**src/rhd_acq_config.svh**
```systemverilog
`ifndef RHD_ACQ_CONFIG_SVH
`define RHD_ACQ_CONFIG_SVH

// Amplifier port
// Channels per MISO line
`define RHD_NUM_CH      32
`define RHD_SAMPLE_W    16
// SCLK half period is divider plus one bus_clk cycles
`define RHD_DIV_W       8
`define RHD_CMD_CONVERT 2'b00
// Amplifier answers a command two frames later
`define RHD_PIPE_LAG    2

// Output FIFO toward the host
`define MUA_FIFO_DEPTH  512

// Host register port
`define HOST_REG_W      16
`define HOST_ADDR_W     5

`endif

```
**src/rhd_pkg.sv**
```systemverilog
`default_nettype none

`include "rhd_acq_config.svh"

package rhd_pkg;

  // Raw word shifted in from one MISO line
  typedef logic [`RHD_SAMPLE_W-1:0] sample_t;

  typedef logic [$clog2(`RHD_NUM_CH)-1:0] chan_t;

  // 0 for MISO1, 1 for MISO2
  typedef logic [0:0] stream_t;

  // First difference of two unsigned samples needs one extra bit
  typedef logic signed [`RHD_SAMPLE_W:0] mua_t;

  typedef struct packed {
    logic    valid;
    stream_t stream;
    chan_t   chan;
    sample_t data;
  } rhd_sample_s;

  typedef struct packed {
    logic    valid;
    stream_t stream;
    chan_t   chan;
    mua_t    mua;
  } mua_sample_s;

endpackage

`default_nettype wire

```
**src/mua_highpass.sv**
```systemverilog
`timescale 1ns/1ps
`default_nettype none

module mua_highpass (
  input  logic                 clk,
  input  logic                 rst_n,
  input  rhd_pkg::rhd_sample_s in_sample,
  output rhd_pkg::mua_sample_s out_sample
);

  // One history slot per stream and channel
  localparam int IDX_W = $bits(rhd_pkg::stream_t) + $bits(rhd_pkg::chan_t);
  localparam int DEPTH = 1 << IDX_W;

  rhd_pkg::sample_t hist_mem [DEPTH];
  logic [DEPTH-1:0] written;
  logic [IDX_W-1:0] idx;
  rhd_pkg::sample_t prev;
  rhd_pkg::mua_t    diff;

  assign idx  = {in_sample.stream, in_sample.chan};
  // Slots never written read as zero
  assign prev = written[idx] ? hist_mem[idx] : '0;

  // Both operands zero-extended, result wraps into signed 17 bits
  assign diff = rhd_pkg::mua_t'({1'b0, in_sample.data}) -
                rhd_pkg::mua_t'({1'b0, prev});

  always_ff @(posedge clk) begin
    if (in_sample.valid) begin
      hist_mem[idx] <= in_sample.data;
    end
  end

  always_ff @(posedge clk) begin
    if (!rst_n) begin
      written <= '0;
    end else if (in_sample.valid) begin
      written[idx] <= 1'b1;
    end
  end

  always_ff @(posedge clk) begin
    if (!rst_n) begin
      out_sample.valid <= 1'b0;
    end else begin
      out_sample.valid <= in_sample.valid;
    end
  end

  always_ff @(posedge clk) begin
    if (in_sample.valid) begin
      out_sample.stream <= in_sample.stream;
      out_sample.chan   <= in_sample.chan;
      out_sample.mua    <= diff;
    end
  end

endmodule

`default_nettype wire

```
**config.mk**
```make
export PLATFORM = sky130hd
export DESIGN_NAME = mua_highpass
export DESIGN_NICKNAME = d
export VERILOG_FILES = /design/src/rhd_pkg.sv /design/src/mua_highpass.sv
export VERILOG_INCLUDE_DIRS = /design/src /design/src/src
export SDC_FILE = /design/constraint.sdc
export NUM_CORES = 1
export LEC_CHECK = 0
export ABC_AREA = 1
export BUFFER_PORTS_ARGS = -buffer_cell sky130_fd_sc_hd__buf_2
export CORE_AREA = 8 8 281 392
export CTS_BUF_LIST = sky130_fd_sc_hd__clkbuf_4
export CTS_CLUSTER_DIAMETER = 200
export CTS_CLUSTER_SIZE = 16
export DETAILED_ROUTE_END_ITERATION = 10
export DIE_AREA = 0 0 289 400
export GPL_TIMING_DRIVEN = 1
export SYNTH_ARGS = -nofsm -noshare
export SYNTH_HDL_FRONTEND = slang
export SYNTH_SLANG_ARGS = --single-unit
```
**constraint.sdc**
```tcl
create_clock -name clk -period 6 [get_ports clk]
set_input_delay 1.2 -clock clk [delete_from_list [all_inputs] [get_ports clk]]
set_output_delay 1.2 -clock clk [all_outputs]
set_load 0.005 [all_outputs]
```
==> impl_summary.txt <==
----------------------------------------------------
[Global routing]
  Wire length of the first global-routing pass ... 194 mm
  Largest net degree at the start of global routing ... 142
  Overflow left after global routing ... 0
  Number of global-route vias before repair ... 30.0k
  Total routing usage reported by global routing ... 22.6%
  Antenna violations before repair ... 5

[Timing]
  Total of endpoints with negative setup slack in the final report ... 0
  Number of pins with negative max-slew slack in the final report ... 0
  Setup total negative slack ... 0 ps
  Number of endpoints with negative hold slack in the final report ... 0
  Highest attainable clock frequency ... 228 MHz
  Final Worst Setup Slack ... 1610 ps
  Minimum clock period after layout ... 4390 ps
  Unrepaired setup endpoints after global routing ... no
  Worst Tran Pin Value ... 1180 ps
  Final period utilization ... 73.2%
  Worst-case clock skew ... 73.3 ps
  Max-slew headroom ... 20.9%

[Worst setup path]
  Worst r2r path cells ... 22
  Worst endpoint data arrival time ... 5180 ps
  Source of the critical timing path ... in_sample[16]
  Worst r2r dst ... out_sample[16]
  Register-to-register setup slack ... 2300 ps
  Worst-path fanout max ... 141
  Data required time at the worst endpoint ... 6790 ps
  Number of stages on the worst setup path ... 24
  Biggest cell delay along the critical path ... 430 ps
  Kind of cell adding the most delay to the critical path ... simple AND/OR/NAND/NOR gates
  Startpoint class of the critical path ... primary input
  Capturing element of the worst setup path ... out_sample[16]
  Source of the worst register-to-register timing path ... written[55]
  Critical path buffers and inverters ... 5
  Category of the worst setup path capture point ... register
  CP Class ... in -> reg
  CP dominant cell by count ... nand2_1
  Cell Chain, Critical Path ... buf_8, inv_16, nand2_1, nand2_1, nand2_1, nand2_1, nand2_1, nand2_1, nand2_1, nand2_1, nor2_1, nand2_2, nand2_1, inv_1, ha_1, fa_1, inv_1, nand2_1, o21ai_0, inv_1, o21ai_0, nand3_1, nand2_1, a21boi_0
  Cell type of the slowest stage on the worst timing path ... fa_1

[CTS]
  Clock Sinks ... 1112
  CTS root buffer ... clkbuf_4
  Hold bufs inserted after CTS ... 0
  Clock slew at the register clock pins of the worst setup and hold paths ... 170 ps
  CTS resizes ... 0
  Maximum level of the CTS H-tree ... 3
  Maximum buffer depth of the clock tree ... 3
  Post-CTS setup repair buffer count ... 0
  Num CTS Buffers ... 79
  Insertion delay of the later-clocked pin in the worst-skew pair ... 1020 ps
  Clock tree from TritonCTS ... yes

[Power]
  Leakage power of the design ... 0.0195 µW
  Total chip power ... 12900 µW
  Max rail drop VDD ... 0.136 mV
  Power per cell area ... 259 nW/µm²

[Finish]
  Post-route non-filler standard cell count ... 5931
  Synth-to-Final Area Change ... 6.85%
  Proportion of layout cells with a drive suffix above 1 ... 7.70%
  Final non-filler cell area ... 49700 µm²
  Nets ... 4567
  # fillers ... 9557

[Floorplanning]
  Starting Density ... 44.5%
  Die area ... 116000 µm²
  Core Rows ... 141
  Chip width ... 289 µm
  Number of top-level design ports ... 49
  Core outline area ... 104000 µm²
  Die height ... 400 µm

[Detailed routing]
  Remaining antenna violation count after routing ... 0
  DRC marker count from the first detailed-route iteration ... 2962
  Pre-Repair DR Iteration Count ... 5
  Post-detailed-route wirelength per cell ... 22.2 µm
  Avg Vias per Cell ... 5.29
  Wire length reported by the detailed router ... 132 mm
  Total via count in the routed design ... 31.4k
  Post-route DRC ... 0

[Logic synthesis]
  Dominant cell type by area after synthesis ... edfxtp_1
  Synth area leaders ... edfxtp_1 (68%), nand2_1 (19%), dfxtp_1 (2.8%), a21oi_1 (2.5%), nor2_1 (2.0%)
  Most used standard cells in the synthesized netlist ... nand2_1 (2383), edfxtp_1 (1047), nor2_1 (245)
  Top-area cell type share of the netlist area ... 67.6%
  Synthesized net count ... 4518
  Most common flop cell mapped by yosys ... edfxtp_1
  Count of distinct cell types in the synthesized netlist ... 34
  FF+latch count, synth ... 1112
  Post-Synthesis Cell Area ... 46500 µm²
  Post-synthesis async set-or-reset flop share ... 0%
  EDFF count, synth ... 1047
  Average size of a mapped cell ... 10.4 µm²
  Gate count of the mapped netlist ... 4475
  Synthesis Warnings ... 0
  Sequential-to-total area share from yosys stat ... 70.4%
  Top-count cell post-synth ... nand2_1

[Placement]
  Half-perimeter wire length after detailed placement ... 79.0 mm
  Placement Setup Slack ... 530 ps
  I/O Buffers ... 48
  Cell area reported after detailed placement ... 48700 µm²
  GPL Wtd Cong ... 0.954
  Number of cells after detailed placement ... 5801

[Flow run]
  Max cap viols ... 0

[Worst hold path]
  Class of the tightest hold or removal check ... in -> reg

[Status]
  Run status ... finished, final reports clean

----------------------------------------------------
-- worst reg2reg max path, cell delays in order (launching register included) --
cell      delay [ps]
dfxtp_1          360
nand2_1           60
nand2_1           60
nand2_1           50
nand2_1           50
nand2_1           50
nand2_1           70
nand2_1          150
nand2_1           70
nor2_1           310
nand2_2          300
nand2_1          130
inv_1             50
ha_1             210
fa_1             430
inv_1             90
nand2_1           40
o21ai_0          270
inv_1            120
o21ai_0          270
nand3_1          120
nand2_1          110
a21boi_0          90
-- power by group --
part	internal, µW	switching (µW)	leakage (µW)
Combinational	248	795	0.00895
Clock	983	2300	0.000602
Sequential	8540	18.2	0.00996
-- how the worst min path moves through the flow --
stage | from | to | slack [ps] | cells past startpoint
detailed placement | written[24] | written[24] | 460 | 2
CTS | rst_n | out_sample[23] | 290 | 3
finish | rst_n | out_sample[23] | 410 | 3
floorplan | written[11] | written[11] | 440 | 2
global route | rst_n | out_sample[23] | 370 | 3
global placement | written[51] | written[51] | 450 | 2
-- placed cells by master, fill, tap and decap left out, types with 24 or more instances in the layout --
cell,netlist,layout
nand2_1,2383,2383
clkbuf_4,0,125
a21oi_1,234,234
nor2_1,245,245
inv_1,41,41
dfxtp_1,65,65
edfxtp_1,1047,1047
o21ai_1,111,111
buf_4,8,134
buf_2,123,45
o21ai_0,24,24
-- logic make-up (layout without fill, tap and decap cells) --
kind of cell	Yosys count	in the layout	synth area share [%]
AOI/OAI and AO/OA	387	387	4.26
buffers and inverters	275	372	2.75
DFF	1112	1112	70.4
and+or+nand+nor	2673	2673	21.9
adders and majority gates	18	18	0.501
xor gates and xnor gates	10	10	0.188
other	0	1	0
-- sequential cells by signal (all words and copies together), names as in the netlist --
signal / count
hist_mem: 1024
written: 64
out_sample: 24
-- area by class of cell --
cell class	count	area, µm²	area share (%)
well taps	1358	1700	3.42
repair buffers	196	1560	3.14
diodes	1	2.50	0.00504
clock inverters	4	46.3	0.0932
clock buffers	125	938	1.89
flip-flops and latches	1112	32700	65.9
multi-input cells	3088	12500	25.1
inverters	47	203	0.408
-- stage by stage --
step                      util, %  hold slack, ps
after floorplan                 -             440
after global placement       46.6             449
after detailed placement     46.6             459
after CTS                    47.6             286
after global routing         47.6             367
final                        47.6             411
-- routing by layer --
layer	track usage, %	part of all wire (%)
met3	2.63	5.4
met5	0	0
met1	27.8	39
met4	10.7	4.8
met2	39.5	51
Power figures use the tool's default switching activity.
