<file path="src/rhd_acq_config.svh">
`ifndef RHD_ACQ_CONFIG_SVH
`define RHD_ACQ_CONFIG_SVH

// Amplifier port
// Channels per MISO line
`define RHD_NUM_CH      32
`define RHD_SAMPLE_W    16
// SCLK half period is divider plus one bus_clk cycles
`define RHD_DIV_W       8
`define RHD_CMD_CONVERT 2'b00
// Amplifier answers a command two frames later
`define RHD_PIPE_LAG    2

// Output FIFO toward the host
`define MUA_FIFO_DEPTH  512

// Host register port
`define HOST_REG_W      16
`define HOST_ADDR_W     5

`endif

</file>
<file path="src/rhd_pkg.sv">
`default_nettype none

`include "rhd_acq_config.svh"

package rhd_pkg;

  // Raw word shifted in from one MISO line
  typedef logic [`RHD_SAMPLE_W-1:0] sample_t;

  typedef logic [$clog2(`RHD_NUM_CH)-1:0] chan_t;

  // 0 for MISO1, 1 for MISO2
  typedef logic [0:0] stream_t;

  // First difference of two unsigned samples needs one extra bit
  typedef logic signed [`RHD_SAMPLE_W:0] mua_t;

  typedef struct packed {
    logic    valid;
    stream_t stream;
    chan_t   chan;
    sample_t data;
  } rhd_sample_s;

  typedef struct packed {
    logic    valid;
    stream_t stream;
    chan_t   chan;
    mua_t    mua;
  } mua_sample_s;

endpackage

`default_nettype wire

</file>
<file path="src/host_pkg.sv">
`default_nettype none

`include "rhd_acq_config.svh"

package host_pkg;

  // Register map
  typedef enum logic [`HOST_ADDR_W-1:0] {
    REG_CTRL    = 0,
    REG_CLK_DIV = 1,
    REG_NUM_CH  = 2,
    REG_STATUS  = 3
  } reg_addr_e;

  typedef logic [`HOST_REG_W-1:0] reg_word_t;

  // MUA read stream word
  // [29] stream, [28:24] channel, [16:0] signed MUA, rest zero
  typedef logic [31:0] host_word_t;

  typedef struct packed {
    logic      wren;
    reg_addr_e addr;
    reg_word_t data;
  } reg_wr_s;

endpackage

`default_nettype wire

</file>
<file path="src/ctrl_regs.sv">
`timescale 1ns/1ps
`default_nettype none

`include "rhd_acq_config.svh"

module ctrl_regs (
  input  logic                  clk,
  input  logic                  rst_n,
  input  host_pkg::reg_wr_s     wr,
  input  logic                  rden,
  input  host_pkg::reg_addr_e   addr,
  input  logic                  running,
  input  logic                  overflow,
  output logic                  run,
  output logic [`RHD_DIV_W-1:0] clk_div,
  output rhd_pkg::chan_t        num_ch,
  output host_pkg::reg_word_t   rd_data
);

  localparam host_pkg::reg_word_t DIV_MAX = host_pkg::reg_word_t'((1 << `RHD_DIV_W) - 1);
  localparam host_pkg::reg_word_t CH_MAX  = host_pkg::reg_word_t'(`RHD_NUM_CH);

  host_pkg::reg_word_t div_sat;
  host_pkg::reg_word_t ch_sat;
  host_pkg::reg_word_t rd_next;

  // Divider 1..255, channel count 1..32
  assign div_sat = (wr.data == '0) ? host_pkg::reg_word_t'(1) :
                   (wr.data > DIV_MAX) ? DIV_MAX : wr.data;
  assign ch_sat  = (wr.data == '0) ? host_pkg::reg_word_t'(1) :
                   (wr.data > CH_MAX) ? CH_MAX : wr.data;

  always_ff @(posedge clk) begin
    if (!rst_n) begin
      run     <= 1'b0;
      clk_div <= `RHD_DIV_W'(1);
      num_ch  <= rhd_pkg::chan_t'(`RHD_NUM_CH - 1);
    end else if (wr.wren) begin
      case (wr.addr)
        host_pkg::REG_CTRL:    run     <= wr.data[0];
        host_pkg::REG_CLK_DIV: clk_div <= div_sat[`RHD_DIV_W-1:0];
        // Stored as count minus one
        host_pkg::REG_NUM_CH:  num_ch  <= rhd_pkg::chan_t'(ch_sat - 1'b1);
        default: ;
      endcase
    end
  end

  always_comb begin
    case (addr)
      host_pkg::REG_CTRL:    rd_next = host_pkg::reg_word_t'(run);
      host_pkg::REG_CLK_DIV: rd_next = host_pkg::reg_word_t'(clk_div);
      host_pkg::REG_NUM_CH:  rd_next = host_pkg::reg_word_t'(num_ch) + 1'b1;
      host_pkg::REG_STATUS:  rd_next = host_pkg::reg_word_t'({overflow, running});
      default:               rd_next = '0;
    endcase
  end

  always_ff @(posedge clk) begin
    if (rden) begin
      rd_data <= rd_next;
    end
  end

endmodule

`default_nettype wire

</file>
<file path="config.mk">
export PLATFORM = sky130hd
export DESIGN_NAME = ctrl_regs
export DESIGN_NICKNAME = d
export VERILOG_FILES = /design/src/rhd_pkg.sv /design/src/host_pkg.sv /design/src/ctrl_regs.sv
export VERILOG_INCLUDE_DIRS = /design/src /design/src/src
export SDC_FILE = /design/constraint.sdc
export NUM_CORES = 1
export LEC_CHECK = 0
export ABC_AREA = 1
export BUFFER_PORTS_ARGS = -buffer_cell sky130_fd_sc_hd__buf_2
export CAP_MARGIN = 20
export CORE_ASPECT_RATIO = 0.75
export CORE_MARGIN = 5
export CORE_UTILIZATION = 25
export CTS_CLUSTER_DIAMETER = 60
export DETAILED_ROUTE_END_ITERATION = 10
export GPL_ROUTABILITY_DRIVEN = 0
export PLACE_DENSITY = 0.48
export SETUP_SLACK_MARGIN = 0.05
export SLEW_MARGIN = 25
export SYNTH_ARGS = -nofsm -noshare
export SYNTH_HDL_FRONTEND = slang
export SYNTH_SLANG_ARGS = --single-unit
</file>
<file path="constraint.sdc">
create_clock -name clk -period 1.2 [get_ports clk]
set_input_delay 0.06 -clock clk [delete_from_list [all_inputs] [get_ports clk]]
set_output_delay 0.06 -clock clk [all_outputs]
set_load 0.05 [all_outputs]
</file>
==> impl_metrics.yaml <==
setup_path:
  path_delay_family: "flip-flops"
  path_max_fanout: 3
  rrSetupSlack_ns: 0.01
  cp_slowest_cell: "dfxtp_4"
  cp.required_ns: 1.21
  worstPathCellList: "ha_4 -> or2_4 -> a32o_1"
  cpPeakStageDelay_ns: 0.36
  cp_num_buf_inv: 0
  start_kind: "flip-flop"
  worst_ep_arrival_time_ns: 1.20
  r2r_cells: 3
  crit_type: "flip-flop to flip-flop"
  reg2reg_from: "num_ch[1]"
  r2r_end: "rd_data[2]"
  end_kind: "flip-flop"
timing:
  setup_violations: 0
  maxSlewViolCount: 0
  period_share: 0.9877
  hold_viol: 0
  finClkSkew_ns: 0.001422
  tns_ns: 0
  clock.fmax_mhz: 843.7
  layout_min_cycle_time_ns: 1.185
  grt_setup_unrepaired: "yes"
route:
  wl_met1_mm: 1.699
  via_per_inst: 4.265
  detail-route-antenna-nets: 0
  top_layer_used: "met3"
  initialDrtViolationCount: 31
  drt-total-wl_mm: 3.430
  route.detailed.drc: 0
  vias: 1305
  firstDrtPassIters: 4
  wl_per_cell_um: 11.21
  wl_met3_um: 260
  wl_met2_mm: 1.470
layout:
  area_growth_pct: 47.48
  fin_area_um2: 1869
  drive_gt1_frac: 0.4472
  nets: 281
  antennaDiodeCount: 0
power:
  switching_share: 0.2825
  p_leak_uw: 0.0008404
  clockPowerShare: 0.292
  pwr_density_cell_nw_per_um2: 835.0
  seqPwrFrac: 0.507
  p_int_uw: 1120
  ir_worst_vdd_uv: 204.9
  combPwrFrac: 0.202
  power.switching_uw: 440.9
floorplan:
  die_w_um: 92.22
  dieHeight_um: 71.67
  ios: 62
  row_count: 22
  dieArea_um2: 6609
  start_util: 0.2587
  coreArea_um2: 4900
synthesis:
  synth_top_family_by_area: "simple AND/OR/NAND/NOR gates"
  synth-xor-area-share: 0.01382
  netlist_instances: 167
  synth.avg_cell_area_um2: 7.590
  ys_warn_count: 0
  synthMuxAreaShare: 0
  ys_ff_latch: 22
  synthAdderAreaFrac: 0.01974
  ys_types: 28
  seq_area_frac_synth: 0.4107
  synth-compound-area-share: 0.1412
  yosys.area_share.simple: 0.3011
  synth_area_um2: 1267
cts:
  insertion_delay_ns: 0.25
  h-tree-depth: 1
  cts_buffer_depth: 2
  cts_root_buf: "clkbuf_8"
  clkTransAtPathRegs_ns: 0.07
  cts_tree: "done"
  clkSinkCount: 22
  cts_inserted_buffers: 3
  cts_hold_buffers: 0
global_route:
  grt_max_degree: 15
  grt_use_total: 0.1022
  overflow: 0
  grt_first_pass_wirelength_mm: 5.547
  antenna_found_initial: 0
  grt_pass1_vias: 1246
placement:
  dp_hpwl_mm: 2.930
  io_buffers: 53
  dpl_cell_area_um2: 1769
hold_path:
  hp-start: "wr[17]"
  holdPathStages: 4
  worstHoldPathType: "primary input to flip-flop"
  min_to: "run"
outcome:
  status: "complete, no violations"
flow_run:
  maxCapViolCount: 0
==> registers in the layout, summed over array words and instances, names as in the netlist <==
register and count:
clk_div 8, num_ch 5, rd_data 8, run 1
==> cells in the final DEF (no fill, tap or decap) <==
cell	instances
o21ai_2	1
clkinv_2	1
dfxtp_2	3
buf_4	24
buf_2	52
ha_4	2
clkbuf_8	3
nand3_1	9
nand2_1	30
nor3_1	3
buf_6	1
xor2_1	1
inv_2	3
nand3_2	2
nor3_2	1
o21ai_1	11
o21ai_0	4
nor2_4	2
a32o_1	2
dfxtp_1	9
or2_4	1
nor2_1	11
clkbuf_1	1
inv_1	16
xnor2_1	1
o2111ai_1	1
nor2_2	6
conb_1	8
nand2_2	5
a21oi_1	14
edfxtp_1	8
nand4_1	7
dfxtp_4	2
nor4_4	1
==> metal layers <==
| metal | vias to the layer above | GRT usage |
|---|---|---|
| met2 | 42 | 0.1586 |
| met1 | 556 | 0.1428 |
| met3 | 0 | 0.02833 |
| met5 | - | 0 |
| met4 | 0 | 0.01977 |
| li1 | 707 | - |
==> layout make-up <==
| type | count | area, µm² |
|---|---|---|
| inverters | 20 | 76.32 |
| flip-flops and latches | 22 | 531.8 |
| clock buffers | 4 | 45.04 |
| fillers | 546 | 3030 |
| multi-input cells | 123 | 689.4 |
| repair buffers | 77 | 451.7 |
| well taps | 60 | 75.07 |
==> stage by stage <==
step / instances / worst slack [ns] / util / hold slack, ns / total power (µW)
after floorplan: 174 / -0.03886 / - / 0.1725 / 1004
after global placement: 300 / -0.1218 / 0.3611 / 0.3941 / 1117
after detailed placement: 300 / -0.1548 / 0.3611 / 0.3922 / 1118
after CTS: 304 / 0.01014 / 0.3703 / 0.1206 / 1581
after global routing: 306 / -0.01550 / 0.3815 / 0.1345 / 1645
final: 306 / 0.01478 / 0.3815 / 0.1246 / 1561
==> tightest hold or removal path, cell delays in order <==
cell and delay (ns):
buf_2 0.09, nor3_2 0.06, nand4_1 0.07, a21oi_1 0.06
==> what timing repair did <==
action	in CTS	in global routing
cloned	0	0
endpoints found under the hold margin	0	0
buffers inserted	0	2
pin swaps	0	8
setup endpoints to repair	1	5
resized for setup	0	11
==> synth_stat cells <==
library cell | count | share of area
nor4_4 | 1 | 0.017
nand4_1 | 7 | 0.035
o21ai_0 | 4 | 0.016
buf_4 | 8 | 0.047
nand2_1 | 33 | 0.098
a32o_1 | 2 | 0.016
edfxtp_1 | 8 | 0.19
a21oi_1 | 14 | 0.055
nand3_1 | 9 | 0.036
nor2_2 | 2 | 0.0099
dfxtp_1 | 14 | 0.22
nor3_1 | 3 | 0.012
nand2_2 | 2 | 0.0099
nor2_4 | 1 | 0.0089
xor2_1 | 1 | 0.0069
clkbuf_1 | 1 | 0.0030
or2_2 | 1 | 0.0049
o21ai_1 | 12 | 0.047
clkinv_2 | 1 | 0.0039
ha_1 | 2 | 0.020
xnor2_1 | 1 | 0.0069
inv_1 | 17 | 0.050
nand3_2 | 2 | 0.016
inv_2 | 2 | 0.0059
conb_1 | 1 | 0.0030
nor2_1 | 16 | 0.047
o2111ai_1 | 1 | 0.0069
nor3_2 | 1 | 0.0079
==> power groups by stage <==
stage,clock network [µW],registers [µW],logic [µW]
floorplan,0,868,136
global placement,0,808,309
detailed placement,0,809,310
CTS,479,791,310
global route,511,793,340
finish,455,791,315
==> cell families after synthesis <==
logic type	count (synthesis)
buf+inv	29
simple gates	78
other cells	1
xor+xnor	2
fa+ha+maj	2
compound gates	33
flops	22
==> worst max path at each step <==
stage / from / end / slack [ns] / cells after the start
final: num_ch[1] / rd_data[2] / 0.01 / 3
after global routing: num_ch[1] / rd_data[2] / -0.02 / 3
after CTS: num_ch[1] / rd_data[2] / 0.01 / 3
after detailed placement: wr[10] / num_ch[2] / -0.15 / 11
after global placement: wr[10] / num_ch[2] / -0.12 / 11
after floorplan: num_ch[1] / rd_data[2] / -0.04 / 3
Note: power is estimated with default switching activity, not from simulation.
