## config.mk

```make
export PLATFORM = sky130hd
export DESIGN_NAME = rhd_spi_master
export DESIGN_NICKNAME = d
export VERILOG_FILES = /design/src/rhd_pkg.sv /design/src/rhd_spi_master.sv
export VERILOG_INCLUDE_DIRS = /design/src /design/src/src
export SDC_FILE = /design/constraint.sdc
export NUM_CORES = 1
export LEC_CHECK = 0
export ABC_AREA = 1
export BUFFER_PORTS_ARGS = -buffer_cell sky130_fd_sc_hd__buf_2
export CORE_ASPECT_RATIO = 1.1
export CORE_MARGIN = 4
export CORE_UTILIZATION = 52
export CTS_CLUSTER_SIZE = 25
export DETAILED_ROUTE_END_ITERATION = 10
export PLACE_DENSITY = 0.75
export RECOVER_POWER = 25
export REMOVE_ABC_BUFFERS = 1
export SLEW_MARGIN = 20
export SYNTH_ARGS = -nofsm -noshare
export SYNTH_HDL_FRONTEND = slang
export SYNTH_SLANG_ARGS = --single-unit
```

## constraint.sdc

```tcl
create_clock -name clk -period 4.3 [get_ports clk]
set_input_delay 0.645 -clock clk [delete_from_list [all_inputs] [get_ports clk]]
set_output_delay 0.645 -clock clk [all_outputs]
set_load 0.005 [all_outputs]
```

## src/rhd_acq_config.svh

```systemverilog
`ifndef RHD_ACQ_CONFIG_SVH
`define RHD_ACQ_CONFIG_SVH

// Amplifier port
// Channels per MISO line
`define RHD_NUM_CH      32
`define RHD_SAMPLE_W    16
// SCLK half period is divider plus one bus_clk cycles
`define RHD_DIV_W       8
`define RHD_CMD_CONVERT 2'b00
// Amplifier answers a command two frames later
`define RHD_PIPE_LAG    2

// Output FIFO toward the host
`define MUA_FIFO_DEPTH  512

// Host register port
`define HOST_REG_W      16
`define HOST_ADDR_W     5

`endif

```

## src/rhd_pkg.sv

```systemverilog
`default_nettype none

`include "rhd_acq_config.svh"

package rhd_pkg;

  // Raw word shifted in from one MISO line
  typedef logic [`RHD_SAMPLE_W-1:0] sample_t;

  typedef logic [$clog2(`RHD_NUM_CH)-1:0] chan_t;

  // 0 for MISO1, 1 for MISO2
  typedef logic [0:0] stream_t;

  // First difference of two unsigned samples needs one extra bit
  typedef logic signed [`RHD_SAMPLE_W:0] mua_t;

  typedef struct packed {
    logic    valid;
    stream_t stream;
    chan_t   chan;
    sample_t data;
  } rhd_sample_s;

  typedef struct packed {
    logic    valid;
    stream_t stream;
    chan_t   chan;
    mua_t    mua;
  } mua_sample_s;

endpackage

`default_nettype wire

```

## src/rhd_spi_master.sv

```systemverilog
`timescale 1ns/1ps
`default_nettype none

`include "rhd_acq_config.svh"

module rhd_spi_master (
  input  logic                  clk,
  input  logic                  rst_n,
  input  logic                  run,
  input  logic [`RHD_DIV_W-1:0] clk_div,
  input  rhd_pkg::chan_t        num_ch,
  input  logic                  miso1,
  input  logic                  miso2,
  output logic                  sclk,
  output logic                  cs,
  output logic                  mosi,
  output logic                  running,
  output rhd_pkg::rhd_sample_s  sample
);

  typedef enum logic [2:0] {IDLE, SHIFT, GAP, EMIT_A, EMIT_B} state_e;

  localparam int BITS      = `RHD_SAMPLE_W;
  localparam int BIT_CNT_W = $clog2(BITS);
  localparam int LAG       = `RHD_PIPE_LAG;
  localparam int FCNT_W    = $clog2(LAG + 1);

  state_e                state;
  logic [`RHD_DIV_W-1:0] div_cnt;
  logic [BIT_CNT_W-1:0]  bit_cnt;
  rhd_pkg::sample_t      cmd_sh;
  rhd_pkg::sample_t      cmd_word;
  rhd_pkg::sample_t      miso1_sh;
  rhd_pkg::sample_t      miso2_sh;
  rhd_pkg::chan_t        chan_cnt;
  rhd_pkg::chan_t        chan_hist [LAG];
  logic [FCNT_W-1:0]     frames_done;
  logic                  half_done;
  logic                  last_edge;
  logic                  gap_done;
  logic                  frame_start;

  assign half_done   = (div_cnt >= clk_div);
  // SCLK falling edge that closes bit 0 also raises CS
  assign last_edge   = (state == SHIFT) && half_done && sclk &&
                       (bit_cnt == BIT_CNT_W'(BITS - 1));
  // CS has been high for a full SCLK period
  assign gap_done    = (state == GAP) && half_done && bit_cnt[0];
  assign frame_start = run && ((state == IDLE) || gap_done);

  // Convert command, 6-bit channel field, don't-care tail
  assign cmd_word = {`RHD_CMD_CONVERT, 6'(chan_cnt), 8'h00};
  assign mosi     = cmd_sh[BITS-1];
  assign running  = (state != IDLE);

  // Half period counter that runs while a frame is active
  always_ff @(posedge clk) begin
    if (!rst_n || state == IDLE) begin
      div_cnt <= '0;
    end else if (half_done) begin
      div_cnt <= '0;
    end else begin
      div_cnt <= div_cnt + 1'b1;
    end
  end

  always_ff @(posedge clk) begin
    if (!rst_n) begin
      state        <= IDLE;
      cs           <= 1'b1;
      sclk         <= 1'b0;
      bit_cnt      <= '0;
      cmd_sh       <= '0;
      sample.valid <= 1'b0;
    end else begin
      case (state)
        SHIFT: begin
          if (half_done) begin
            sclk <= ~sclk;
            if (!sclk) begin
              // End of low half, capture both lines
              miso1_sh <= {miso1_sh[BITS-2:0], miso1};
              miso2_sh <= {miso2_sh[BITS-2:0], miso2};
            end else begin
              cmd_sh <= {cmd_sh[BITS-2:0], 1'b0};
              if (last_edge) begin
                cs            <= 1'b1;
                state         <= EMIT_A;
                bit_cnt       <= '0;
                sample.valid  <= (frames_done == FCNT_W'(LAG));
                sample.stream <= 1'b0;
                sample.chan   <= chan_hist[LAG-1];
                sample.data   <= miso1_sh;
              end else begin
                bit_cnt <= bit_cnt + 1'b1;
              end
            end
          end
        end
        EMIT_A: begin
          state         <= EMIT_B;
          sample.stream <= 1'b1;
          sample.data   <= miso2_sh;
        end
        EMIT_B: begin
          state        <= GAP;
          sample.valid <= 1'b0;
          if (half_done) begin
            bit_cnt <= BIT_CNT_W'(1);
          end
        end
        GAP: begin
          if (half_done) begin
            if (bit_cnt[0]) begin
              state <= IDLE;
            end else begin
              bit_cnt <= BIT_CNT_W'(1);
            end
          end
        end
        default: state <= IDLE;
      endcase

      // Overrides the GAP exit when run is still set
      if (frame_start) begin
        state   <= SHIFT;
        cs      <= 1'b0;
        bit_cnt <= '0;
        cmd_sh  <= cmd_word;
      end
    end
  end

  // Channel sequencing that restarts at 0 whenever acquisition stops
  always_ff @(posedge clk) begin
    if (!rst_n || (gap_done && !run)) begin
      chan_cnt    <= '0;
      frames_done <= '0;
    end else if (last_edge) begin
      chan_cnt <= (chan_cnt >= num_ch) ? '0 : chan_cnt + 1'b1;
      if (frames_done != FCNT_W'(LAG)) begin
        frames_done <= frames_done + 1'b1;
      end
    end
  end

  // Channels commanded in the last LAG frames
  always_ff @(posedge clk) begin
    if (last_edge) begin
      chan_hist[0] <= chan_cnt;
      for (int i = 1; i < LAG; i++) begin
        chan_hist[i] <= chan_hist[i-1];
      end
    end
  end

endmodule

`default_nettype wire

```

==> metrics.md, run 1 <==
| Metric | Value |
|---|---|
| Total global routing track utilization | 15.1% |
| Non-Filler Instances | 520 |
| Layout Skew | 0.0109 ns |
| CP peak stage delay | 0.52 ns |
| Final RePlAce weighted congestion | 0.868 |
| Worst Path Arrival | 2.58 ns |
| Pin count of the biggest net entering global routing | 33 |
| Fin. Hold Viols | 0 |
| Hold Slack | 0.420 ns |
| Sequential element share of the synthesized area | 63.3% |
| Worst Hold End | sample[16] |
| Synth Register Bits | 97 |
| Filler instances | 615 |
| Port Buffers | 44 |
| Clock latency on the worst-skew pair | 0.36 ns |
| Yosys warns | 0 |
| Setup_tns | 0 ns |
| HPWL Detailed | 4770 um |
| IO Pins | 45 |
| Cell Area, Synth | 4080 um2 |
| R2r endpoint | chan_cnt[2] |
| Reg-to-reg startpoint | div_cnt[0] |
| Placed cells | 504 |
| Pre-CTS WS | 1.62 ns |
| Post-DRT Antenna Nets | 0 |
| Number of flops mapped to enable cells by yosys | 64 |
| Clk pin slew, worst setup/hold paths | 0.10 ns |
| Overall Power | 1.70 mW |
| Die Area | 9330 um2 |
| Power share of the clock group | 31.5% |
| Worst hold path cell count | 0 |
| HP Start | chan_hist[0][5] |
| First-pass GRT wire length | 11100 um |
| Row cnt | 33 |
| Final Net Count | 445 |
| DRC viols | 0 |
| Reg2Reg Depth | 11 |
| Cells along the critical path | buf_2 > inv_1 > ha_1 > nand2_1 > nor2_1 > nand2_1 > nand3_4 > nand4_4 > inv_2 > nand3_1 > nand2_1 > nor2_1 |
| CTS tree | built |
| CTS H-Tree Depth | 3 |
| Combinational share of power | 8.9% |
| Final setup vio count | 0 |
| Routed len/inst | 12.7 um |
| Max-slew violations | 0 |
| Sw power | 0.425 mW |
| Share of layout cells above drive strength 1 | 21.4% |
| N_diodes | 0 |
| Clk sinks | 97 |
| Highest-count cells in the layout ignoring fill and taps | edfxtp_1, nand2_1, buf_2, inv_1 |
| DR vias/cell | 4.99 |
| VDD IR-drop max | 235 uV |
| TritonRoute pass-1 iters | 5 |
| CP max stage cell | inv_2 |
| Pwr Density | 370 nW/um2 |
| HP Class | reg2reg |
| Lkg Pwr | 1.88 nW |
| Post-CTS setup buffer count | 0 |
| Via count | 2595 |
| Initial drt markers | 115 |
| WL final | 6610 um |
| Worst-path fanout max | 32 |
| Critical path required time | 4.55 ns |
| Most common cell after layout, fill and taps aside | edfxtp_1 |
| Measured slew at the worst slew-check pin | 0.726 ns |
| Layout Cell Area excl Fill | 4600 um2 |
| Die Span X | 92.4 um |
| GRT Residual Overflow | 0 |
| Critical path capture point type | flop |
| Post-DP Area | 4400 um2 |
| Kind of critical path | in2reg |
| Ys async rst share | 0% |
| Clk root buf | clkbuf_8 |
| Fin util | 60.9% |
| Fmax achieved | 0.429 GHz |
| Quantity of hold-fixing buffers added after cts | 0 |
| Most used cell along the critical path | nand2_1 |
| Cts repair resizes | 0 |
| Mean Syn Cell Area | 11.4 um2 |
| Initial antenna violation count | 0 |
| R2R Setup Slk | 1.98 ns |
| Sequential Power Share | 59.6% |
| Mapped Cells | 359 |
| Sw Ratio | 25.0% |
| Internal | 1.28 mW |
| Num CTS Buffers | 9 |
| Primary FF master, synth | edfxtp_1 |
| Status | complete, no violations |
| Post-route worst setup slack | 1.97 ns |
| Slew margin rel. | 51.4% |
| Number of global-route vias before repair | 2467 |
| Startpoint Class | primary input |
| Synthesis-to-layout area growth | 12.7% |
| Core Region | 7560 um2 |
| Height of the die | 101 um |
| Max clock buf depth | 2 |
| RSZ-0062 raised after global routing | no |
| Starting density of the core | 54.0% |
| Maxcap violations | 0 |
| Final period demand of the worst path | 2.33 ns |
| Synth cell types | 34 |
| Crit share post-route | 54.2% |
==> metal layers <==
metal  track usage [%]  vias up  routed length [um]
li1                  -     1336                   -
met1              18.6     1192                2960
met2              25.1       59                3270
met3              4.03        8                 296
met4              6.06        0                  82
met5                 0        -                   0
==> cells in the mapped netlist, types with 2 or more instances <==
| cell type | number | area share [%] |
|---|---|---|
| a21oi_1 | 22 | 2.7 |
| a22o_1 | 16 | 3.4 |
| buf_4 | 2 | 0.37 |
| buf_6 | 2 | 0.55 |
| dfxtp_1 | 33 | 16 |
| edfxtp_1 | 64 | 47 |
| ha_1 | 17 | 5.2 |
| inv_1 | 37 | 3.4 |
| inv_2 | 5 | 0.46 |
| nand2_1 | 61 | 5.6 |
| nand2_2 | 7 | 1.1 |
| nand3_1 | 12 | 1.5 |
| nand3_2 | 3 | 0.74 |
| nand4_1 | 2 | 0.31 |
| nor2_1 | 33 | 3.0 |
| nor2_4 | 3 | 0.83 |
| nor3_1 | 5 | 0.61 |
| nor3_2 | 2 | 0.49 |
| o21ai_0 | 5 | 0.61 |
| o21ai_1 | 6 | 0.74 |
| o21ai_2 | 2 | 0.43 |
| xnor2_1 | 2 | 0.43 |
| xor2_1 | 7 | 1.5 |
==> critical path: cells and delay by family <==
family                     cells  cell delay [ns]
adders and majority gates      1             0.28
buffers and inverters          3             0.63
and+or+nand+nor                8             1.00
==> state kept, by name, summed over array words and instances (netlist names), 2 cells and up <==
signal / count
miso2_sh: 16
div_cnt: 8
state: 3
miso1_sh: 16
sample: 23
frames_done: 2
cmd_sh: 8
chan_cnt: 5
chan_hist: 10
bit_cnt: 4
==> kinds of logic after synthesis <==
logic type,share of synthesized area [%]
simple gates,16.0
fa+ha+maj,5.21
compound gates,8.50
buf+inv,5.00
xor+xnor,1.93
flops,63.3
==> power groups by stage <==
stage	registers (mW)	logic (mW)	clock network, mW
floorplan	1.03	0.109	0
global placement	1.03	0.145	0
detailed placement	1.04	0.151	0
CTS	1.01	0.151	0.556
global route	1.02	0.174	0.592
finish	1.01	0.151	0.537
==> cell type report <==
type                    instances  area, um2  share of cell area (%)
inverters                      42        158                    3.43
clock buffers                   9        124                    2.69
clock inverters                 7       63.8                    1.39
multi-input cells             214       1300                    28.4
flip-flops and latches         97       2580                    56.2
repair buffers                 46        235                    5.12
well taps                     105        131                    2.86
==> how the worst max path moves through the flow <==
| stage | from | endpoint | slack (ns) | cells past startpoint |
|---|---|---|---|---|
| after global placement | clk_div[7] | chan_hist[0][1] | 1.71 | 9 |
| after detailed placement | clk_div[7] | chan_cnt[2] | 1.62 | 12 |
| after floorplan | clk_div[7] | miso1_sh[0] | 0.17 | 8 |
| after global routing | div_cnt[0] | chan_cnt[2] | 1.74 | 12 |
| final | clk_div[7] | chan_cnt[2] | 1.97 | 12 |
| after CTS | state[1] | sample[15] | 1.92 | 5 |
Power figures use the tool's default switching activity.
==> inputs of run 2 (changes only) <==
Settings changed: ABC_AREA 1 to 0.
Clock period 4.3 ns to 1.9 ns, I/O delays scaled along.
==> run 2 against run 1 <==
The flow now finishes with violations (negative setup slack); final area up 18%; first-iteration DRC count is 1.7% higher; flip-flop and latch count unchanged; critical path type is now reg2reg.
==> metrics.md, run 2 <==
| Metric | Value |
|---|---|
| TritonRoute pass-1 iters | 4 (was 5) |
| Lkg Pwr | 2.14 nW (was 1.88 nW) |
| Worst Path Arrival | 2.33 ns (was 2.58 ns) |
| Number of flops mapped to enable cells by yosys | 64 (unchanged) |
| Critical path required time | 2.00 ns (was 4.55 ns) |
| Max clock buf depth | 2 (unchanged) |
| Via count | 2775 (was 2595) |
| Final RePlAce weighted congestion | 0.877 (was 0.868) |
| Post-DRT Antenna Nets | 0 (unchanged) |
| Row cnt | 32 (was 33) |
| Synth cell types | 46 (was 34) |
| Synth top area cells | edfxtp_1, dfxtp_1, ha_1 (was edfxtp_1, dfxtp_1, nand2_1) |
| HP Class | in2reg (was reg2reg) |
| Most common cell after layout, fill and taps aside | edfxtp_1 (unchanged) |
| Pin count of the biggest net entering global routing | 25 (was 33) |
| Slew margin rel. | 70.7% (was 51.4%) |
| Sequential element share of the synthesized area | 65.8% (was 63.3%) |
| Core Region | 7170 um2 (was 7560 um2) |
| Layout Skew | 0.0106 ns (was 0.0109 ns) |
| CTS H-Tree Depth | 3 (unchanged) |
| Status | finished with violations (was complete, no violations) |
| Maxcap violations | 0 (unchanged) |
| First-pass GRT wire length | 13500 um (was 11100 um) |
| Crit share post-route | 117% |
| Initial antenna violation count | 0 (unchanged) |
| Non-Filler Instances | 497 (was 520) |
| RSZ-0062 raised after global routing | yes (was no) |
| DR vias/cell | 5.58 (was 4.99) |
| WL final | 8980 um (was 6610 um) |
| Num CTS Buffers | 9 (unchanged) |
| Clk root buf | clkbuf_8 (unchanged) |
| Share of layout cells above drive strength 1 | 44.2% (was 21.4%) |
| CTS tree | built (unchanged) |
| Measured slew at the worst slew-check pin | 0.439 ns (was 0.726 ns) |
| Fin. Hold Viols | 0 (unchanged) |
| Synth top area share | 49.0% (was 47.1%) |
| GRT Residual Overflow | 0 (unchanged) |
| Filler instances | 406 (was 615) |
| Most flop-heavy register | sample (unchanged) |
| Clk pin slew, worst setup/hold paths | 0.10 ns (about the same) |
| Initial drt markers | 117 (was 115) |
| Height of the die | 99.1 um (was 101 um) |
| Registers with the most flip-flops | sample x23, miso1_sh x16, miso2_sh x16 (unchanged) |
| IO Pins | 45 (unchanged) |
| Total global routing track utilization | 19.0% (was 15.1%) |
| Mapped Cells | 298 (was 359) |
| Largest register FFs | 23 (unchanged) |
| Kind of critical path | reg2reg (was in2reg) |
| Most frequent cells after synthesis | edfxtp_1, dfxtp_1, nor2_1, ha_1 (was edfxtp_1, nand2_1, inv_1, dfxtp_1, nor2_1) |
| Startpoint Class | flop (was primary input) |
| Synth Register Bits | 97 (unchanged) |
| Die Span X | 90.8 um (was 92.4 um) |
| N_diodes | 0 (unchanged) |
| Top-count cell post-synth | edfxtp_1 (unchanged) |
| Worst-path fanout max | 8 (was 32) |
| Failing checks | negative setup slack |
| Max-slew violations | 0 (unchanged) |
| Highest-count cells in the layout ignoring fill and taps | edfxtp_1, buf_2, buf_4, dfxtp_1, a22o_1 (was edfxtp_1, nand2_1, buf_2, inv_1) |
| Die Area | 9000 um2 (was 9330 um2) |
| HPWL Detailed | 5210 um (was 4770 um) |
| Cell taking the most area after synthesis | edfxtp_1 (unchanged) |
| Ys async rst share | 0% (unchanged) |
| Placed cells | 459 (was 504) |
| Starting density of the core | 54.8% (was 54.0%) |
| Port Buffers | 44 (unchanged) |
| Hold Slack | 0.0964 ns (was 0.420 ns) |
| DRC viols | 0 (unchanged) |
| Final setup vio count | 112 (was 0) |
| Yosys warns | 0 (unchanged) |
| Multi-input logic area | 1520 um2 (was 1300 um2) |
| Mean Syn Cell Area | 13.2 um2 (was 11.4 um2) |
| Reg area | 2590 um2 (was 2580 um2) |
| Routed len/inst | 18.1 um (was 12.7 um) |
| Post-DP Area | 4570 um2 (was 4400 um2) |
| Clk sinks | 97 (unchanged) |
| Primary FF master, synth | edfxtp_1 (unchanged) |
| Layout Cell Area excl Fill | 5410 um2 (was 4600 um2) |
| Post-route worst setup slack | -0.329 ns (was 1.97 ns) |
| Clock latency on the worst-skew pair | 0.37 ns (was 0.36 ns) |
| Number of global-route vias before repair | 2835 (was 2467) |
| Fmax achieved | 0.449 GHz |
| Final period demand of the worst path | 2.23 ns |
| Synthesis-to-layout area growth | 37.8% (was 12.7%) |
| Final Net Count | 442 (was 445) |
| Critical path capture point type | flop (unchanged) |
| VDD IR-drop max | 417 uV (was 235 uV) |
| Pwr Density | 712 nW/um2 (was 370 nW/um2) |
| Cell Area, Synth | 3930 um2 (was 4080 um2) |
## run 2: cell types whose count changed in the layout (fill, tap and decap cells not counted), moves of 6 or more
cell / before / now
a21oi_1: 22 / 6
buf_4: 2 / 40
buf_6: 0 / 13
inv_1: 37 / 15
mux2i_1: 0 / 6
nand2_1: 61 / 11
nor2_1: 33 / 11
nor2_2: 1 / 7
o21ai_1: 6 / 0
## run 2: path summary, 6_finish.rpt
path / from / endpoint / slack [ns] / depth (start not counted)
worst max-delay path: div_cnt[0] / miso1_sh[4] / -0.33 / 9
worst min-delay path: miso1 / miso1_sh[0] / 0.1 / 1
worst max register to register: div_cnt[0] / miso1_sh[4] / -0.33 / 9
worst min register to register: chan_hist[0][5] / sample[16] / 0.43 / 0
## run 2: stage by stage
| stage | utilization [%] | power (mW) | TNS, ns | setup WS [ns] |
|---|---|---|---|---|
| after global placement | 63.8 | 2.41 | -43.28 | -0.481 |
| after global routing | 75.5 | 3.98 | -35.91 | -0.460 |
| after detailed placement | 63.8 | 2.42 | -47.21 | -0.587 |
| after CTS | 71.2 | 3.84 | -21.64 | -0.275 |
| final | 75.5 | 3.85 | -24.56 | -0.329 |
| after floorplan | - | 2.35 | -132.44 | -2.79 |
## run 2: cells by family (layout without fill, tap and decap cells)
group                    count (synthesis)  after routing  synth area share, %
adder cells (fa/ha/maj)                 17             17                 5.42
AO/OA/AOI/OAI                           58             58                 10.9
XOR/XNOR                                13             13                 2.90
multiplexers                             7              7                 1.79
AND/OR/NAND/NOR                         78             78                 10.1
buffers and inverters                   28            142                 3.06
flip-flops                              97             97                 65.8
## run 2: layout make-up
| type | instances | area share [%] |
|---|---|---|
| timing repair buffer | 108 | 16.7 |
| clock inverter | 7 | 1.71 |
| sequential | 97 | 47.8 |
| clock buffer | 9 | 2.29 |
| tap | 85 | 1.97 |
| inverter | 18 | 1.39 |
| multi-input combinational | 173 | 28.1 |
## run 2: per-layer routing
| metal | wire length [um] | vias up | GRT usage (%) |
|---|---|---|---|
| li1 | - | 1324 | - |
| met1 | 3820 | 1353 | 23.4 |
| met2 | 4590 | 75 | 33.2 |
| met3 | 321 | 23 | 2.87 |
| met4 | 238 | 0 | 8.70 |
| met5 | 0 | - | 0 |
## run 2: power breakdown
group	internal, mW	leakage (nW)	switching (mW)
Combinational	0.0967	1.18	0.0997
Sequential	2.23	0.853	0.00754
Clock	0.645	0.109	0.775
Total	2.97	2.14	0.882
## run 2: worst max-delay path, stage by stage, from the launching register on
cell       delay (ns)
dfxtp_2          0.35
inv_2            0.05
ha_4             0.25
nand2b_4         0.12
a2111oi_4        0.08
o31ai_4          0.37
nand2_2          0.13
nor3b_4          0.27
buf_6            0.18
clkbuf_16        0.16
## run 2: repair_timing
action	4_1_cts	5_1_grt
buffers inserted	11	7
pin swaps	23	14
endpoints found under the setup margin	113	113
endpoints found under the hold margin	0	0
gates resized for setup	48	42
hold buffers	0	0
cloned	1	5
==> inputs of run 3 (changes only) <==
Settings changed: PLACE_DENSITY 0.75 to default, PLACE_DENSITY_LB_ADDON from default to 0.08, SETUP_SLACK_MARGIN from default to 0.5.
==> run 3 against run 2 <==
The flow still finishes with violations (negative setup slack); final area is 3.1% lower; count of clock-buffer cells in the layout did not move; worst setup slack got worse by 0.019 ns; fmax decreased by 0.83%; routed wire length fell by 9.1%; global-route usage fell by 0.98 points; sequential share of layout area increased by 1.6 points; flip-flop and latch count did not move; core utilization decreased by 2.3 points; die area stayed put; non-clock buffer count fell by 8.
==> metrics.md, run 3 (synthesis results as in run 2) <==
| Metric | Value |
|---|---|
| Post-route worst setup slack | -0.348 ns (was -0.329 ns) |
| First-pass GRT wire length | 12800 um (was 13500 um) |
| Non-Filler Instances | 492 (was 497) |
| Clk sinks | 97 (unchanged) |
| CP peak stage delay | 0.35 ns (was 0.37 ns) |
| Startpoint Class | flop (unchanged) |
| Worst Hold End | miso2_sh[0] (was miso1_sh[0]) |
| Quantity of hold-fixing buffers added after cts | 0 (unchanged) |
| Core Region | 7170 um2 (unchanged) |
| Max clock buf depth | 2 (unchanged) |
| Reg-to-reg startpoint | div_cnt[6] (was div_cnt[0]) |
| GRT Residual Overflow | 0 (unchanged) |
| Synthesis-to-layout area growth | 33.6% (was 37.8%) |
| Placed cells | 458 (was 459) |
| Kind of critical path | reg2reg (unchanged) |
| DRC viols | 0 (unchanged) |
| Overall Power | 3.69 mW (was 3.85 mW) |
| Setup_tns | -26.04 ns (was -24.56 ns) |
| Critical path required time | 1.99 ns (was 2.00 ns) |
| Pwr Density | 704 nW/um2 (was 712 nW/um2) |
| Die Area | 9000 um2 (unchanged) |
| Die Span X | 90.8 um (unchanged) |
| Power share of the clock group | 34.3% (was 36.8%) |
| Port Buffers | 44 (unchanged) |
| Clk root buf | clkbuf_8 (unchanged) |
| Measured slew at the worst slew-check pin | 0.371 ns (was 0.439 ns) |
| Routed len/inst | 16.6 um (was 18.1 um) |
| Hold Slack | 0.0905 ns (was 0.0964 ns) |
| R2R Setup Slk | -0.35 ns (was -0.33 ns) |
| Worst Path Arrival | 2.33 ns (about the same) |
| Pin count of the biggest net entering global routing | 19 (was 25) |
| Share of layout cells above drive strength 1 | 40.5% (was 44.2%) |
| Pre-CTS WS | -0.442 ns (was -0.587 ns) |
| Internal | 2.83 mW (was 2.97 mW) |
| Post-DP Area | 4550 um2 (was 4570 um2) |
| Reg2Reg Depth | 8 (was 9) |
| Lkg Pwr | 2.10 nW (was 2.14 nW) |
| R2r endpoint | miso2_sh[12] (was miso1_sh[4]) |
| Maxcap violations | 0 (unchanged) |
| DR vias/cell | 5.54 (was 5.58) |
| Worst hold path cell count | 1 (unchanged) |
| HP Class | in2reg (unchanged) |
| Status | finished with violations (unchanged) |
| Cells along the critical path | ha_4 > nand4_1 > o31ai_2 > buf_4 > nand2_4 > nor3b_4 > buf_6 > clkbuf_16 (was inv_2 > ha_4 > nand2b_4 > a2111oi_4 > o31ai_4 > nand2_2 > nor3b_4 > buf_6 > clkbuf_16) |
| HPWL Detailed | 4850 um (was 5210 um) |
| Layout Skew | 0.0134 ns (was 0.0106 ns) |
| Fmax achieved | 0.445 GHz (was 0.449 GHz) |
| CTS H-Tree Depth | 3 (unchanged) |
| Final period demand of the worst path | 2.25 ns (was 2.23 ns) |
| Layout Cell Area excl Fill | 5250 um2 (was 5410 um2) |
| Sequential Power Share | 60.6% (was 58.1%) |
| Most common cell after layout, fill and taps aside | edfxtp_1 (unchanged) |
| Fin util | 73.2% (was 75.5%) |
| WL final | 8160 um (was 8980 um) |
| Initial drt markers | 124 (was 117) |
| HP Start | miso2 (was miso1) |
| Failing checks | negative setup slack (unchanged) |
| Filler instances | 454 (was 406) |
| Worst-path fanout max | 8 (unchanged) |
| Height of the die | 99.1 um (unchanged) |
| Initial antenna violation count | 0 (unchanged) |
| Crit share post-route | 118% (was 117%) |
| Total global routing track utilization | 18.0% (was 19.0%) |
| Final RePlAce weighted congestion | 0.795 (was 0.877) |
| Most flop-heavy register | sample (unchanged) |
| Number of global-route vias before repair | 2727 (was 2835) |
| Fin. Hold Viols | 0 (unchanged) |
| Starting density of the core | 54.8% (unchanged) |
| RSZ-0062 raised after global routing | yes (unchanged) |
| Critical path capture point type | flop (unchanged) |
| Final setup vio count | 102 (was 112) |
| Largest register FFs | 23 (unchanged) |
| Via count | 2727 (was 2775) |
| Registers with the most flip-flops | sample x23, miso1_sh x16, miso2_sh x16 (unchanged) |
| CTS tree | built (unchanged) |
| Max-slew violations | 0 (unchanged) |
| Final Net Count | 437 (was 442) |
| Sw power | 0.864 mW (was 0.882 mW) |
| VDD IR-drop max | 481 uV (was 417 uV) |
| Clk pin slew, worst setup/hold paths | 0.10 ns (about the same) |
| Highest-count cells in the layout ignoring fill and taps | edfxtp_1, buf_2, buf_4, dfxtp_1, nor2_1 (was edfxtp_1, buf_2, buf_4, dfxtp_1, a22o_1) |
| CP max stage cell | dfxtp_2 (was o31ai_4) |
| Combinational share of power | 5.1% (about the same) |
| N_diodes | 0 (unchanged) |
| IO Pins | 45 (unchanged) |
| Clock latency on the worst-skew pair | 0.37 ns (about the same) |
| Slew margin rel. | 75.3% (was 70.7%) |
| Post-DRT Antenna Nets | 0 (unchanged) |
| Num CTS Buffers | 9 (unchanged) |
| TritonRoute pass-1 iters | 4 (unchanged) |
| Row cnt | 32 (unchanged) |
| Sw Ratio | 23.4% (was 22.9%) |
[run 3: layout make-up]
| class | instances | area (um2) | share of cell area, % |
|---|---|---|---|
| clock buffers | 9 | 124 | 2.36 |
| clock inverters | 7 | 60.1 | 1.15 |
| inverters | 18 | 80.1 | 1.53 |
| multi-input cells | 173 | 1440 | 27.5 |
| flip-flops and latches | 97 | 2590 | 49.4 |
| well taps | 85 | 106 | 2.03 |
| repair buffers | 100 | 803 | 15.3 |
| repair inverters | 3 | 38.8 | 0.740 |
[run 3: power groups by stage]
stage          combinational (mW)  sequential [mW]  clock [mW]
2_1_floorplan              0.0660             2.29           0
3_3_place_gp                0.138             2.28           0
3_5_place_dp                0.140             2.29           0
4_1_cts                     0.179             2.24        1.29
5_1_grt                     0.209             2.24        1.38
6_report                    0.188             2.24        1.27
[run 3: critical path: cells and delay by family (launching register included)]
| kind | cells | cell delay (ns) |
|---|---|---|
| adder cells (fa/ha/maj) | 1 | 0.26 |
| flip-flops | 1 | 0.35 |
| AO/OA/AOI/OAI | 1 | 0.31 |
| buffers and inverters | 3 | 0.51 |
| AND/OR/NAND/NOR | 3 | 0.55 |
[run 3: how the worst max path moves through the flow]
stage | startpoint | to | slack (ns) | depth (start not counted)
2_1_floorplan | div_cnt[0] | miso1_sh[0] | -2.79 | 7
3_3_place_gp | clk_div[0] | bit_cnt[3] | -0.42 | 10
3_5_place_dp | clk_div[0] | bit_cnt[3] | -0.44 | 10
4_1_cts | div_cnt[6] | cmd_sh[8] | -0.26 | 7
5_1_grt | div_cnt[6] | miso2_sh[11] | -0.45 | 8
6_report | div_cnt[6] | miso2_sh[12] | -0.35 | 8
[run 3: repair_timing]
item,4_1_cts,5_1_grt
endpoints found under the setup margin,115,115
pin swaps,25,6
gates cloned,4,2
buffers inserted,11,1
resized for setup,62,11
[run 3: routing by layer]
metal | track usage, % | vias up | routed length [um]
li1 | - | 1313 | -
met1 | 23.2 | 1301 | 3630
met2 | 30.6 | 85 | 3980
met3 | 2.65 | 28 | 314
met4 | 8.00 | 0 | 234
met5 | 0 | - | 0
